## src/opFetch_params.svh

```systemverilog
`ifndef OPFETCH_PARAMS_SVH
`define OPFETCH_PARAMS_SVH

// Issue ports feeding the operand-fetch stage
`define NUM_PORTS 2

// Writeback ports snooped for bypass and written into the register file
`define NUM_WBS 2

// Zero-cycle forward ports from the execute units
`define NUM_ZC 1

// Physical integer registers
`define NUM_REGS 64

// PC file entries, one per fetch ID
`define NUM_FETCH 16

// Cycles of forced stall after the invalidate cycle
`define REFILL_CYCLES 4

`endif
```

## src/frontPkg.sv

```systemverilog
package frontPkg;

    // Index into the PC file
    typedef logic [3:0] FetchId;

    // Branch prediction bits as recorded by the front end
    typedef struct packed {
        logic predicted;
        logic taken;
        logic isJump;
    } BranchInfo;

    // Global branch history
    typedef logic [7:0] BHist;

    // One PC file entry per fetch block
    typedef struct packed {
        // Halfword address of the fetch block
        logic [30:0] pc;
        // Slot of the predicted branch within the block
        logic [2:0]  branchPos;
        BranchInfo   bpi;
        // History before the predicted branch
        BHist        hist;
    } PcEntry;

endpackage

```

## src/uopPkg.sv

```systemverilog
package uopPkg;

    // Source or destination tag
    // Bit 6 set means bits 5..0 hold a signed inline immediate
    typedef logic [6:0] Tag;

    // Physical register number
    typedef logic [5:0] RegId;

    // Sequence number, ordered by signed difference
    typedef logic [6:0] SqN;

    // Micro-op as it leaves the issue queues
    typedef struct packed {
        Tag                tagA;
        Tag                tagB;
        Tag                tagDst;
        SqN                sqN;
        logic [31:0]       imm;
        logic [5:0]        opcode;
        frontPkg::FetchId  fetchID;
        // Halfword offset within the fetch block
        logic [2:0]        fetchOffs;
        logic              compressed;
        // Use imm instead of tagB for the second operand
        logic              immB;
    } IssueUop;

    // Micro-op with operands, handed to the execute units
    typedef struct packed {
        logic                valid;
        logic [31:0]         srcA;
        logic [31:0]         srcB;
        logic [31:0]         imm;
        SqN                  sqN;
        Tag                  tagDst;
        logic [5:0]          opcode;
        logic [31:0]         pc;
        frontPkg::FetchId    fetchID;
        frontPkg::BranchInfo bpi;
        frontPkg::BHist      history;
    } ExecUop;

    // Result broadcast from a writeback port
    typedef struct packed {
        Tag          tagDst;
        logic [31:0] result;
    } WbResult;

endpackage

```

## src/operandLoad.sv

```systemverilog
`include "opFetch_params.svh"

module operandLoad (
    input  logic                 clk,
    input  logic                 rst,

    input  logic                 uopValid[`NUM_PORTS-1:0],
    input  uopPkg::IssueUop      uop[`NUM_PORTS-1:0],

    // Writeback snoop
    input  logic                 wbValid[`NUM_WBS-1:0],
    input  uopPkg::WbResult      wb[`NUM_WBS-1:0],

    // Zero-cycle forwards
    input  logic                 zcValid[`NUM_ZC-1:0],
    input  uopPkg::Tag           zcTag[`NUM_ZC-1:0],
    input  logic [31:0]          zcResult[`NUM_ZC-1:0],

    input  logic                 invalidate,
    input  uopPkg::SqN           invalidateSqN,
    input  logic                 stall[`NUM_PORTS-1:0],

    // Register file and PC file reads
    output uopPkg::RegId         rfReadAddr[2*`NUM_PORTS-1:0],
    output frontPkg::FetchId     pcReadAddr[`NUM_PORTS-1:0],
    input  logic [31:0]          rfReadData[2*`NUM_PORTS-1:0],
    input  frontPkg::PcEntry     pcReadData[`NUM_PORTS-1:0],

    output uopPkg::ExecUop       execUop[`NUM_PORTS-1:0]
);

    uopPkg::ExecUop nextUop[`NUM_PORTS-1:0];
    uopPkg::ExecUop uopQ[`NUM_PORTS-1:0];
    logic           validQ[`NUM_PORTS-1:0];
    logic           accept[`NUM_PORTS-1:0];

    // True when sqN is younger than the invalidating branch
    function automatic logic isYounger(input uopPkg::SqN sqN);
        return $signed(sqN - invalidateSqN) > 0;
    endfunction

    // Immediate, then zero-cycle forward, then writeback, then register file
    function automatic logic [31:0] fetchOperand(input uopPkg::Tag tag,
                                                 input logic [31:0] rfVal);
        logic [31:0] val;
        val = rfVal;
        for (int w = 0; w < `NUM_WBS; w++) begin
            if (wbValid[w] && wb[w].tagDst == tag) begin
                val = wb[w].result;
            end
        end
        for (int z = 0; z < `NUM_ZC; z++) begin
            if (zcValid[z] && zcTag[z] == tag) begin
                val = zcResult[z];
            end
        end
        if (tag[6]) begin
            val = {{26{tag[5]}}, tag[5:0]};
        end
        return val;
    endfunction

    always_comb begin
        for (int i = 0; i < `NUM_PORTS; i++) begin
            rfReadAddr[i]              = uop[i].tagA[5:0];
            rfReadAddr[i + `NUM_PORTS] = uop[i].tagB[5:0];
            pcReadAddr[i]              = uop[i].fetchID;
        end
    end

    always_comb begin
        for (int i = 0; i < `NUM_PORTS; i++) begin
            accept[i] = uopValid[i] && !stall[i]
                        && !(invalidate && isYounger(uop[i].sqN));

            nextUop[i]         = '0;
            nextUop[i].valid   = 1'b1;
            nextUop[i].imm     = uop[i].imm;
            nextUop[i].sqN     = uop[i].sqN;
            nextUop[i].tagDst  = uop[i].tagDst;
            nextUop[i].opcode  = uop[i].opcode;
            nextUop[i].fetchID = uop[i].fetchID;

            nextUop[i].srcA = fetchOperand(uop[i].tagA, rfReadData[i]);
            if (uop[i].immB) begin
                nextUop[i].srcB = uop[i].imm;
            end else begin
                nextUop[i].srcB = fetchOperand(uop[i].tagB, rfReadData[i + `NUM_PORTS]);
            end

            // Block base plus offset gives the end of the instruction
            nextUop[i].pc = {pcReadData[i].pc[30:3], uop[i].fetchOffs, 1'b0}
                            - (uop[i].compressed ? 32'd0 : 32'd2);

            // Past the predicted branch the history already includes its outcome
            if (pcReadData[i].bpi.predicted && !pcReadData[i].bpi.isJump
                    && uop[i].fetchOffs > pcReadData[i].branchPos) begin
                nextUop[i].history = {pcReadData[i].hist[$bits(frontPkg::BHist)-2:0],
                                      pcReadData[i].bpi.taken};
            end else begin
                nextUop[i].history = pcReadData[i].hist;
            end

            // Prediction only belongs to the branch slot itself
            if (uop[i].fetchOffs == pcReadData[i].branchPos) begin
                nextUop[i].bpi = pcReadData[i].bpi;
            end else begin
                nextUop[i].bpi = '0;
            end
        end
    end

    always_ff @(posedge clk) begin
        if (rst) begin
            for (int i = 0; i < `NUM_PORTS; i++) begin
                validQ[i] <= 1'b0;
            end
        end else begin
            for (int i = 0; i < `NUM_PORTS; i++) begin
                if (accept[i]) begin
                    validQ[i] <= 1'b1;
                end else if (!stall[i]) begin
                    validQ[i] <= 1'b0;
                end else if (invalidate && isYounger(uopQ[i].sqN)) begin
                    // Held uop is on the wrong path
                    validQ[i] <= 1'b0;
                end
            end
        end
    end

    always_ff @(posedge clk) begin
        for (int i = 0; i < `NUM_PORTS; i++) begin
            if (accept[i]) begin
                uopQ[i] <= nextUop[i];
            end
        end
    end

    always_comb begin
        for (int i = 0; i < `NUM_PORTS; i++) begin
            execUop[i]       = uopQ[i];
            execUop[i].valid = validQ[i];
        end
    end

endmodule

```

## config.mk

```make
export PLATFORM = sky130hd
export DESIGN_NAME = operandLoad
export DESIGN_NICKNAME = d
export VERILOG_FILES = /design/src/frontPkg.sv /design/src/uopPkg.sv /design/src/operandLoad.sv
export VERILOG_INCLUDE_DIRS = /design/src
export SDC_FILE = /design/constraint.sdc
export NUM_CORES = 1
export LEC_CHECK = 0
export ABC_CLOCK_PERIOD_IN_PS = 15540
export BUFFER_PORTS_ARGS = -buffer_cell sky130_fd_sc_hd__buf_2
export CAP_MARGIN = 20
export CORE_AREA = 4 4 332 334
export CTS_BUF_LIST = sky130_fd_sc_hd__clkbuf_2
export CTS_CLUSTER_SIZE = 40
export DETAILED_ROUTE_END_ITERATION = 8
export DIE_AREA = 0 0 336 338
export PLACE_DENSITY = 0.47
export SYNTH_ARGS = -nofsm -noshare
export SYNTH_HDL_FRONTEND = slang
export SYNTH_SLANG_ARGS = --single-unit
```

## constraint.sdc

```tcl
create_clock -name clk -period 15.54 [get_ports clk]
set_input_delay 3.108 -clock clk [delete_from_list [all_inputs] [get_ports clk]]
set_output_delay 3.108 -clock clk [all_outputs]
set_load 0.05 [all_outputs]
```

==> metrics.cfg <==
[run_status]
outcome=finished, final reports clean

[worst_setup_path]
cp_data_required_time_ns=12.43
path_common_cell=buf_2
r2r_cells=10
max_stage_delay_ns=0.33
path_cells=buf_2 > buf_2
start_kind=input pin
cp_max_fo=5
crit_buf_inv=2
cp.depth=2
critPathTopFamily=buffers and inverters
crit_type=input pin to primary output
crit_arrival_ns=3.70
cpMaxStageDelayCell=buf_2
cp-end-kind=primary output

[cells_and_area]
final_nets=3027
multiInputGateArea_um2=8200
final_cell_mix=buf_2, edfxtp_1, clkbuf_2, o21ai_0, xnor2_1
seqCellArea_um2=9780
drive_above_1_share_pct=44.4
fillCellCount=11807
stdcell_count=3981
syn_to_final_growth_pct=35.8
final_common_cell=buf_2

[routing]
viasPerCell=4.55
drtIter0Drc=1298
drtPass1Iterations=6
routed-via-count=18100
wl_mm=107
ant_nets=0
wl_per_cell_um=26.8
drcViolationCount=0

[sta]
rsz0062_at_grt=false
max_freq_mhz=147
worst_pin_slew_ns=1.11
setup_viol=0
clock_skew_ns=0.0273
fin_setup_tns_ns=0
fin_crit_sh_pct=43.8
layout_min_cycle_time_ns=6.80
hold_viol_final=0
maxSlewViolCount=0
relSlewSlack_pct=26.0

[clock_tree]
cts_resized=0
holdBufCountCts=0
cts_buffers=102
cts_root_buffer=clkbuf_2
clk_latency_ns=1.25
clk_pin_slew_ns=0.11
post-cts-setup-buffers=0
clkSinkCount=326
htree_levels=3
cts_buffer_depth=3
cts_tree=yes

[die]
coreArea_um2=107000
initial_core_util_pct=17.5
die_x_um=336
die_h_um=338
rows=120
die_area_um2=114000
top_level_ports=862

[synthesis]
synth_flop_cell=edfxtp_1
ys_ff_latch=326
synth_area_um2=18700
seq_area_frac_synth_pct=52.2
synthCells=1639
syn_area_per_cell_um2=11.4
synth_cell_types=69
yosys_warnings=0
synth_edf_count=325
synthArstFlopShare_pct=0

[global_route]
grt_pass1_wl_mm=141
antenna_found_initial=35
grt_max_degree=112
grt_overflow=0
grt_pass1_vias=18315
track_usage_pct=17.8

[pwr]
power_density_nw_per_um2=101
power.leakage_nw=9.94
peakVddDrop_mv=0.0520

[placed_design]
numPortBuffers=853
routabilityCongestion=0.888
placedCellCount=3785
place_hpwl_mm=81.8

[flow_run]
max_cap_violations=0

[hold_path]
holdPathStages=2
hold_class=register to register

[synthesized netlist by cell type (12+ instances only)]
library cell  instances  share of area, %
inv_1                40              0.80
a311oi_1             32               1.5
mux2_2               50               3.0
clkbuf_1            101               2.0
a2bb2oi_1            30               1.4
nor3_1               54               1.4
edfxtp_1            325                52
a211o_1              32               1.5
xor2_1               43               2.0
buf_4                36               1.4
ha_1                 34               2.3
nand2_1              89               1.8
nor2_1               74               1.5
a221o_1              28               1.5
nand4_1              30               1.0
a21oi_1              71               1.9
nor4_1               12              0.40
nand3_1              43               1.1
nor2b_1              13              0.43
o21ai_0             130               3.5
a211oi_1             32               1.3
mux2i_1              99               5.3
xnor2_1             107               5.0
[layer usage]
layer  part of all wire, %  GRT usage (%)  up-vias
met4                   3.7           7.69       16
met1                    40           22.0     8820
met2                    47           28.9     1009
met3                   9.3           5.02      242
met5                  0.10              0        -
li1                      -              -     8013
[where the power goes]
group | switching (W) | internal (W) | leakage [nW] | total [W]
clock network | 0.000463 | 0.000274 | 0.712 | 0.000737
registers | 0.0000268 | 0.00106 | 3.01 | 0.00109
logic | 0.000565 | 0.000189 | 6.22 | 0.000755
total | 0.00106 | 0.00153 | 9.94 | 0.00258
[final timing paths]
kind / start / endpoint / slack (ns)
hold / removal: validQ[1]$_SDFFE_PP0P_ / validQ[1]$_SDFFE_PP0P_ / 0.49
setup / recovery: uop[73] / rfReadAddr[5] / 8.74
setup reg to reg: uopQ[0][60]$_DFFE_PP_ / validQ[0]$_SDFFCE_PP0P_ / 13.12
hold reg to reg: validQ[1]$_SDFFE_PP0P_ / validQ[1]$_SDFFE_PP0P_ / 0.49
[flip-flops by register name, indices dropped and copies added (netlist names)]
name	cells
validQ	2
uopQ	324
[layout make-up]
type | instances | share of cell area [%]
sequential | 326 | 38.4
multi-input combinational | 1122 | 32.2
timing repair buffer | 894 | 18.0
tap | 1403 | 6.90
clock buffer | 141 | 2.77
clock inverter | 41 | 0.924
inverter | 41 | 0.634
antenna | 13 | 0.128
[logic make-up after synthesis]
group           after synthesis  share of synthesized area (%)
fa+ha+maj                    38                           2.70
other cells                   1                         0.0200
flops                       326                           52.2
mux                         149                           8.29
simple gates                368                           10.1
buf+inv                     192                           4.68
xor+xnor                    150                           7.01
compound gates              415                           15.0
[through the flow]
step / total power, W / setup WS (ns) / util (%) / instance area (um2) / hold slack, ns
2_1_floorplan: 0.00158 / 7.25 / - / 18700 / 0.448
3_3_place_gp: 0.00186 / 8.43 / 22.9 / 24500 / 0.458
3_5_place_dp: 0.00187 / 8.44 / 22.9 / 24500 / 0.471
4_1_cts: 0.00263 / 8.78 / 23.8 / 25400 / 0.489
5_1_grt: 0.00271 / 8.77 / 23.8 / 25400 / 0.500
6_report: 0.00258 / 8.74 / 23.8 / 25400 / 0.488
Note: power is estimated with default switching activity, not from simulation.
