File: config.mk
export PLATFORM = sky130hd
export DESIGN_NAME = flushCtrl
export DESIGN_NICKNAME = d
export VERILOG_FILES = /design/src/frontPkg.sv /design/src/uopPkg.sv /design/src/flushCtrl.sv
export VERILOG_INCLUDE_DIRS = /design/src
export SDC_FILE = /design/constraint.sdc
export NUM_CORES = 1
export LEC_CHECK = 0
export BUFFER_PORTS_ARGS = -buffer_cell sky130_fd_sc_hd__buf_2
export CORE_MARGIN = 5
export CORE_UTILIZATION = 39
export DETAILED_ROUTE_END_ITERATION = 8
export PLACE_DENSITY = 0.7
export SYNTH_ARGS = -nofsm -noshare
export SYNTH_HDL_FRONTEND = slang
export SYNTH_SLANG_ARGS = --single-unit
export TNS_END_PERCENT = 20
File: constraint.sdc
create_clock -name clk -period 1.1 [get_ports clk]
set_input_delay 0.055 -clock clk [delete_from_list [all_inputs] [get_ports clk]]
set_output_delay 0.055 -clock clk [all_outputs]
set_load 0.1 [all_outputs]
File: src/opFetch_params.svh
`ifndef OPFETCH_PARAMS_SVH
`define OPFETCH_PARAMS_SVH

// Issue ports feeding the operand-fetch stage
`define NUM_PORTS 2

// Writeback ports snooped for bypass and written into the register file
`define NUM_WBS 2

// Zero-cycle forward ports from the execute units
`define NUM_ZC 1

// Physical integer registers
`define NUM_REGS 64

// PC file entries, one per fetch ID
`define NUM_FETCH 16

// Cycles of forced stall after the invalidate cycle
`define REFILL_CYCLES 4

`endif
File: src/frontPkg.sv
package frontPkg;

    // Index into the PC file
    typedef logic [3:0] FetchId;

    // Branch prediction bits as recorded by the front end
    typedef struct packed {
        logic predicted;
        logic taken;
        logic isJump;
    } BranchInfo;

    // Global branch history
    typedef logic [7:0] BHist;

    // One PC file entry per fetch block
    typedef struct packed {
        // Halfword address of the fetch block
        logic [30:0] pc;
        // Slot of the predicted branch within the block
        logic [2:0]  branchPos;
        BranchInfo   bpi;
        // History before the predicted branch
        BHist        hist;
    } PcEntry;

endpackage

File: src/uopPkg.sv
package uopPkg;

    // Source or destination tag
    // Bit 6 set means bits 5..0 hold a signed inline immediate
    typedef logic [6:0] Tag;

    // Physical register number
    typedef logic [5:0] RegId;

    // Sequence number, ordered by signed difference
    typedef logic [6:0] SqN;

    // Micro-op as it leaves the issue queues
    typedef struct packed {
        Tag                tagA;
        Tag                tagB;
        Tag                tagDst;
        SqN                sqN;
        logic [31:0]       imm;
        logic [5:0]        opcode;
        frontPkg::FetchId  fetchID;
        // Halfword offset within the fetch block
        logic [2:0]        fetchOffs;
        logic              compressed;
        // Use imm instead of tagB for the second operand
        logic              immB;
    } IssueUop;

    // Micro-op with operands, handed to the execute units
    typedef struct packed {
        logic                valid;
        logic [31:0]         srcA;
        logic [31:0]         srcB;
        logic [31:0]         imm;
        SqN                  sqN;
        Tag                  tagDst;
        logic [5:0]          opcode;
        logic [31:0]         pc;
        frontPkg::FetchId    fetchID;
        frontPkg::BranchInfo bpi;
        frontPkg::BHist      history;
    } ExecUop;

    // Result broadcast from a writeback port
    typedef struct packed {
        Tag          tagDst;
        logic [31:0] result;
    } WbResult;

endpackage

File: src/flushCtrl.sv
`include "opFetch_params.svh"

module flushCtrl (
    input  logic       clk,
    input  logic       rst,

    // Mispredict strobe from branch resolution
    input  logic       mispredict,
    input  uopPkg::SqN mispredictSqN,

    input  logic       stallIn[`NUM_PORTS-1:0],

    output logic       invalidate,
    output uopPkg::SqN invalidateSqN,
    output logic       stall[`NUM_PORTS-1:0]
);

    localparam int CNT_W = $clog2(`REFILL_CYCLES + 1);

    typedef enum logic [1:0] {
        IDLE,
        INVAL,
        REFILL
    } FlushState;

    FlushState        state;
    FlushState        stateNext;
    logic [CNT_W-1:0] refillCnt;

    always_comb begin
        stateNext = state;
        unique case (state)
            IDLE:   stateNext = IDLE;
            INVAL:  stateNext = REFILL;
            REFILL: begin
                if (refillCnt == CNT_W'(1)) begin
                    stateNext = IDLE;
                end
            end
            default: stateNext = IDLE;
        endcase
        // A new mispredict restarts the sequence from any state
        if (mispredict) begin
            stateNext = INVAL;
        end
    end

    always_ff @(posedge clk) begin
        if (rst) begin
            state     <= IDLE;
            refillCnt <= '0;
        end else begin
            state <= stateNext;
            if (state == INVAL) begin
                refillCnt <= CNT_W'(`REFILL_CYCLES);
            end else if (state == REFILL) begin
                refillCnt <= refillCnt - CNT_W'(1);
            end
        end
    end

    // Sequence number of the branch that mispredicted
    always_ff @(posedge clk) begin
        if (mispredict) begin
            invalidateSqN <= mispredictSqN;
        end
    end

    assign invalidate = (state == INVAL);

    // Refill window holds every port on top of its own stall
    always_comb begin
        for (int i = 0; i < `NUM_PORTS; i++) begin
            stall[i] = stallIn[i] || (state == REFILL);
        end
    end

endmodule

==> metrics.yaml, run 1 <==
outcome:
  status: "finished, violations left"
  violations: "setup timing"
final_layout:
  multi_input_area_um2: 246
  final_cell_area_um2: 912
  seqCellArea_um2: 317
  drive_gt1_frac: 0.587
  final_nets: 92
  num_antenna_cells: 0
  synthToLayoutAreaGrowth_pct: 79.1
  nFillCells: 79
logic_synthesis:
  synth-simple-area-share: 0.111
  synth_fa_ha_area_frac: 0.0983
  syn_nets: 55
  syn_inst: 39
  seq_area_frac_synth: 0.609
  ys_types: 19
  avgSynthCellArea_um2: 13.1
  synth.area.top_cells: "edfxtp_1, dfxtp_1, ha_1"
  synth_seq_cells: 12
  synth_compound_gate_area_share: 0.113
  yosysWarnings: 0
  syn_area_um2: 509
  synthMuxAreaShare: 0
  netlist.area_leader.share: 0.413
  synth_top_family_by_area: "compound AO/OA/AOI/OAI gates"
  synth_xor_area_frac: 0.0172
  yosys.area.top_type: "edfxtp_1"
route:
  first_pass_iters: 2
  ant_nets: 0
  post-route-drc-count: 0
  wirelength_um: 1180
  drt-initial-drc-count: 7
  routed_via_density: 4.69
  wire_per_inst_um: 13.1
  vias: 422
floorplan:
  die_y_um: 46.1
  initial_core_util: 0.401
  dieWidth_um: 46.1
  die-area_um2: 2130
  fp-row-count: 13
  core_um2: 1270
  ios: 22
grt:
  grt_pass1_vias: 459
  overflow: 0
  antenna_found_initial: 0
  grt_max_degree: 11
  grt_pass1_wl_um: 1930
  grt_usage: 0.136
timing:
  timing.hold.ws_ns: 0.0708
  rsz0062_at_grt: "true"
  final.min_clock_period_ns: 1.26
  drv_slew: 0
  slew_headroom: 0.678
  fin_skew_ns: 0.00185
  setup_viol: 7
  worst_slew_pin_slew_ns: 0.486
  layout_setup_ws_ns: -0.157
  period_share: 1.14
  hold_violations: 0
  max_freq_mhz: 796
  fin_tns_setup_ns: -0.538
setup_path:
  worstPathMaxFanout: 3
  startpoint: "state[1]$_SDFFE_PP0P_"
  cpMaxStageDelayCell: "dfxtp_4"
  critPathKind: "flop to primary output"
  critical_path_arrival_ns: 1.20
  worst_ep_required_time_ns: 1.04
  r2r-start: "state[1]$_SDFFE_PP0P_"
  cp_top_family: "flip-flops"
  ff2ff_path_depth: 4
  critPathLaunchType: "flop"
  crit_path_end_kind: "primary output"
  max_stage_delay_ns: 0.37
  critical_path_depth: 3
  cp_num_buf_inv: 1
  crit_chain: "ha_4, or2_4, buf_12"
power:
  powerDensity_nw_per_um2: 1290
  report.power.total_mw: 1.18
  irDropWorstVdd_v: 0.000881
  leakagePower_nw: 0.362
placed_design:
  dp_hpwl_um: 802
  portBuffers: 21
  gp_congestion: 0.752
  dpl-instance-area_um2: 753
cts:
  cts-root-buf: "clkbuf_4"
  clock_sinks: 12
  clk_latency_ns: 0.27
  path_clk_slew_ns: 0.07
  htree_levels: 1
  cts_buffers: 3
  cts_tree: "built"
  clockBufferDepth: 2
worst_hold_path:
  hold_class: "primary input to flop"
  hold_start: "rst"
  whs_path_depth: 2
job:
  max_cap_viol_count: 0
==> registers in the layout, summed over array words and instances, names as in the netlist <==
| name | count |
|---|---|
| invalidateSqN | 7 |
| refillCnt | 3 |
| state | 2 |
==> cells in the mapped netlist <==
cell and n:
a2111oi_2 1, nor3_1 1, nor2b_1 1, dfxtp_1 5, o21ai_0 1, nand2b_4 1, or2_2 2, nor2_1 3
ha_1 4, inv_1 5, a21o_1 1, xnor2_1 1, buf_4 1, a41o_1 1, edfxtp_1 7, a31oi_1 1
nand3b_1 1, a21oi_1 1, a2111oi_0 1
==> routing by layer <==
layer	part of all wire	routed length (µm)	up-vias	track usage
li1	-	-	210	-
met4	0.036	42	0	0.125
met5	0	0	-	0
met2	0.53	624	17	0.214
met3	0.080	95	6	0.0469
met1	0.35	419	189	0.140
==> cells in the final DEF (no fill, tap or decap), types with 2 or more instances in the layout <==
master,n
edfxtp_1,7
buf_2,13
a2111oi_4,2
dfxtp_2,2
or2_4,2
buf_12,4
clkbuf_4,7
dlygate4sd3_1,7
ha_4,3
inv_2,3
buf_4,5
dfxtp_1,2
nor2_1,3
==> cell type report <==
cell class	instances	share of cell area
sequential	12	0.347
tap	15	0.0206
clock buffer	4	0.0288
timing repair buffer	33	0.310
inverter	5	0.0233
multi-input combinational	21	0.270
==> logic make-up after synthesis <==
logic type | Yosys count
compound gates | 7
simple gates | 9
buf+inv | 6
flops | 12
xor+xnor | 1
fa+ha+maj | 4
==> power breakdown <==
part	internal, mW	leakage (nW)	switching [mW]
sequential	0.503	0.111	0.0118
clock	0.140	0.0150	0.143
combinational	0.120	0.236	0.261
total	0.763	0.362	0.416
==> timing repair <==
item / 4_1_cts / 5_1_grt
hold buffers: 7 / 0
pin swaps: 4 / 1
gates cloned: 0 / 0
hold endpoints to repair: 7 / 0
buffers inserted: 1 / 0
gates resized for setup: 7 / 8
endpoints found under the setup margin: 7 / 12
==> through the flow <==
step                      utilization  setup WS, ns  instances
after floorplan                     -       -0.0250         39
final                           0.719        -0.157         90
after CTS                       0.691        -0.168         90
after detailed placement        0.594        -0.107         78
after global placement          0.594       -0.0234         78
after global routing            0.719        -0.213         90
==> path summary, 6_finish.rpt <==
kind / to / slack, ns
setup reg to reg: state[1]$_SDFFE_PP0P_ / -0.07
hold reg to reg: refillCnt[2]$_SDFFE_PP0P_ / 0.51
setup / recovery: stall[0] / -0.16
hold / removal: refillCnt[2]$_SDFFE_PP0P_ / 0.07
Note: power is estimated with default switching activity, not from simulation.
==> run 2, diff against run 1 <==
--- a/config.mk
+++ b/config.mk
@@ -7,10 +7,12 @@
 export NUM_CORES = 1
 export LEC_CHECK = 0
 export BUFFER_PORTS_ARGS = -buffer_cell sky130_fd_sc_hd__buf_2
+export CELL_PAD_IN_SITES_DETAIL_PLACEMENT = 1
+export CELL_PAD_IN_SITES_GLOBAL_PLACEMENT = 1
 export CORE_MARGIN = 5
-export CORE_UTILIZATION = 39
+export CORE_UTILIZATION = 33
 export DETAILED_ROUTE_END_ITERATION = 8
-export PLACE_DENSITY = 0.7
+export PLACE_DENSITY_LB_ADDON = 0.1
 export SYNTH_ARGS = -nofsm -noshare
 export SYNTH_HDL_FRONTEND = slang
 export SYNTH_SLANG_ARGS = --single-unit
==> constraint.sdc (replaced) <==
create_clock -name clk -period 1.2 [get_ports clk]
set_input_delay 0.06 -clock clk [delete_from_list [all_inputs] [get_ports clk]]
set_output_delay 0.06 -clock clk [all_outputs]
set_load 0.1 [all_outputs]
==> run 2 against run 1 <==
Against the previous run: the flow still finishes with violations (setup timing); clock power shrank 9.5%; die area grew 14%; non-clock buffer count is the same; clock skew grew 0.0042 ns; critical path depth grew 1; first-iteration DRC count shrank 86%; core utilization shrank 14 points; routed wire length grew 12%; combinational power shrank 12%.
==> metrics.yaml, run 2 (synthesis results as in run 1) <==
setup_path:
  critPathKind: "flop to primary output"
  r2r-end: "state[1]$_SDFFE_PP0P_"
  worstPathMaxFanout: 3
  worst_ep_required_time_ns: 1.14
  ff2ff_path_depth: 5
  critical_path_arrival_ns: 1.22
  r2r-start: "state[0]$_SDFFE_PP0P_"
  critPathLaunchType: "flop"
  rrSetupSlack_ns: 0.04
  crit_path_end_kind: "primary output"
floorplan:
  initial_core_util: 0.342
  die-area_um2: 2430
  dieWidth_um: 49.3
  fp-row-count: 14
  core_um2: 1490
  ios: 22
  die_y_um: 49.3
final_layout:
  largest_reg_flops: 7
  regMostFlops: "invalidateSqN"
  num_antenna_cells: 0
  final_cell_mix: "buf_2, dlygate4sd3_1, edfxtp_1, buf_4"
  final_common_cell: "buf_2"
  drive_gt1_frac: 0.587
  final_cell_area_um2: 867
  stdcell_count: 91
  synthToLayoutAreaGrowth_pct: 70.3
  reg_top3: "invalidateSqN x7, refillCnt x3, state x2"
  final_nets: 92
route:
  first_pass_iters: 3
  wl_met2_um: 707
  routed_via_density: 4.66
  wirelength_um: 1320
  highest-signal-layer: "met3"
  met3_length_um: 97
  drt-initial-drc-count: 1
  post-route-drc-count: 0
  ant_nets: 0
  wl_met1_um: 513
  vias: 424
  wire_per_inst_um: 14.5
timing:
  worst_slew_pin_slew_ns: 0.491
  timing.hold.ws_ns: 0.0666
  setup_viol: 2
  layout_setup_ws_ns: -0.0782
  period_share: 1.07
  final.min_clock_period_ns: 1.28
  drv_slew: 0
  hold_violations: 0
  slew_headroom: 0.675
  max_freq_mhz: 782
  rsz0062_at_grt: "true"
  fin_skew_ns: 0.00609
grt:
  grt_pass1_wl_um: 2240
  grt_pass1_vias: 459
  grt_max_degree: 11
  overflow: 0
  antenna_found_initial: 0
  grt_usage: 0.120
cts:
  cts_buffers: 3
  htree_levels: 1
  clk_latency_ns: 0.27
  clock_sinks: 12
  clockBufferDepth: 2
  cts-root-buf: "clkbuf_4"
  cts_tree: "built"
  path_clk_slew_ns: 0.07
power:
  powerDensity_nw_per_um2: 1230
  leakagePower_nw: 0.350
  irDropWorstVdd_v: 0.000583
  report.power.total_mw: 1.06
outcome:
  status: "finished, violations left"
  violations: "setup timing"
job:
  max_cap_viol_count: 0
worst_hold_path:
  min_to: "refillCnt[2]$_SDFFE_PP0P_"
  hold_start: "rst"
  whs_path_depth: 2
  hold_class: "primary input to flop"
placed_design:
  gp_congestion: 0.731
  dpl-instance-area_um2: 692
  pre_cts_slack_ns: -0.0553
  dp_hpwl_um: 918
  dp.cells: 80
  portBuffers: 21
## run 2: stage by stage
step | util | setup TNS (ns)
2_1_floorplan | - | -0.363
3_3_place_gp | 0.465 | 0
3_5_place_dp | 0.465 | -0.134
4_1_cts | 0.563 | -0.173
5_1_grt | 0.582 | -0.227
6_report | 0.582 | -0.147
## run 2: repair_timing
item | in CTS | in global routing
pin swaps | 2 | 0
endpoints found under the setup margin | 5 | 7
endpoints found under the hold margin | 7 | 0
hold buffers | 7 | 0
resized for setup | 15 | 9
buffers inserted | 0 | 0
## run 2: power by group
part / total (mW) / internal, mW / leakage (nW) / switching [mW]
clock: 0.257 / 0.129 / 0.0150 / 0.129
combinational: 0.335 / 0.0951 / 0.225 / 0.240
sequential: 0.472 / 0.463 / 0.110 / 0.00899
## run 2: critical path, cell delays in order, from the launching register on
cell and delay, ns:
dfxtp_2 0.34, inv_2 0.04, ha_4 0.15, or2_4 0.24, buf_12 0.17
## run 2: area by class of cell
type,count,area [µm²]
clock buffers,4,26.3
multi-input cells,21,230
fillers,154,622
inverters,5,18.8
flip-flops and latches,12,314
well taps,16,20.0
repair buffers,33,258
## run 2: routing by layer
metal  vias to the layer above  GRT usage
met3                         0     0.0550
li1                        208          -
met2                        15      0.210
met4                         0     0.0404
met1                       201      0.124
met5                         -          0
## run 2: worst max path at each step
stage                                 to                   from  slack [ns]  cells past startpoint
2_1_floorplan                   stall[0]  state[0]$_SDFFE_PP0P_       -0.14                      4
3_3_place_gp   refillCnt[1]$_SDFFE_PP0P_  state[0]$_SDFFE_PP0P_       0.009                      4
3_5_place_dp   refillCnt[1]$_SDFFE_PP0P_  state[0]$_SDFFE_PP0P_       -0.06                      4
4_1_cts                         stall[0]  state[0]$_SDFFE_PP0P_       -0.08                      4
5_1_grt                         stall[0]  state[0]$_SDFFE_PP0P_       -0.12                      4
6_report                        stall[0]  state[0]$_SDFFE_PP0P_       -0.08                      4
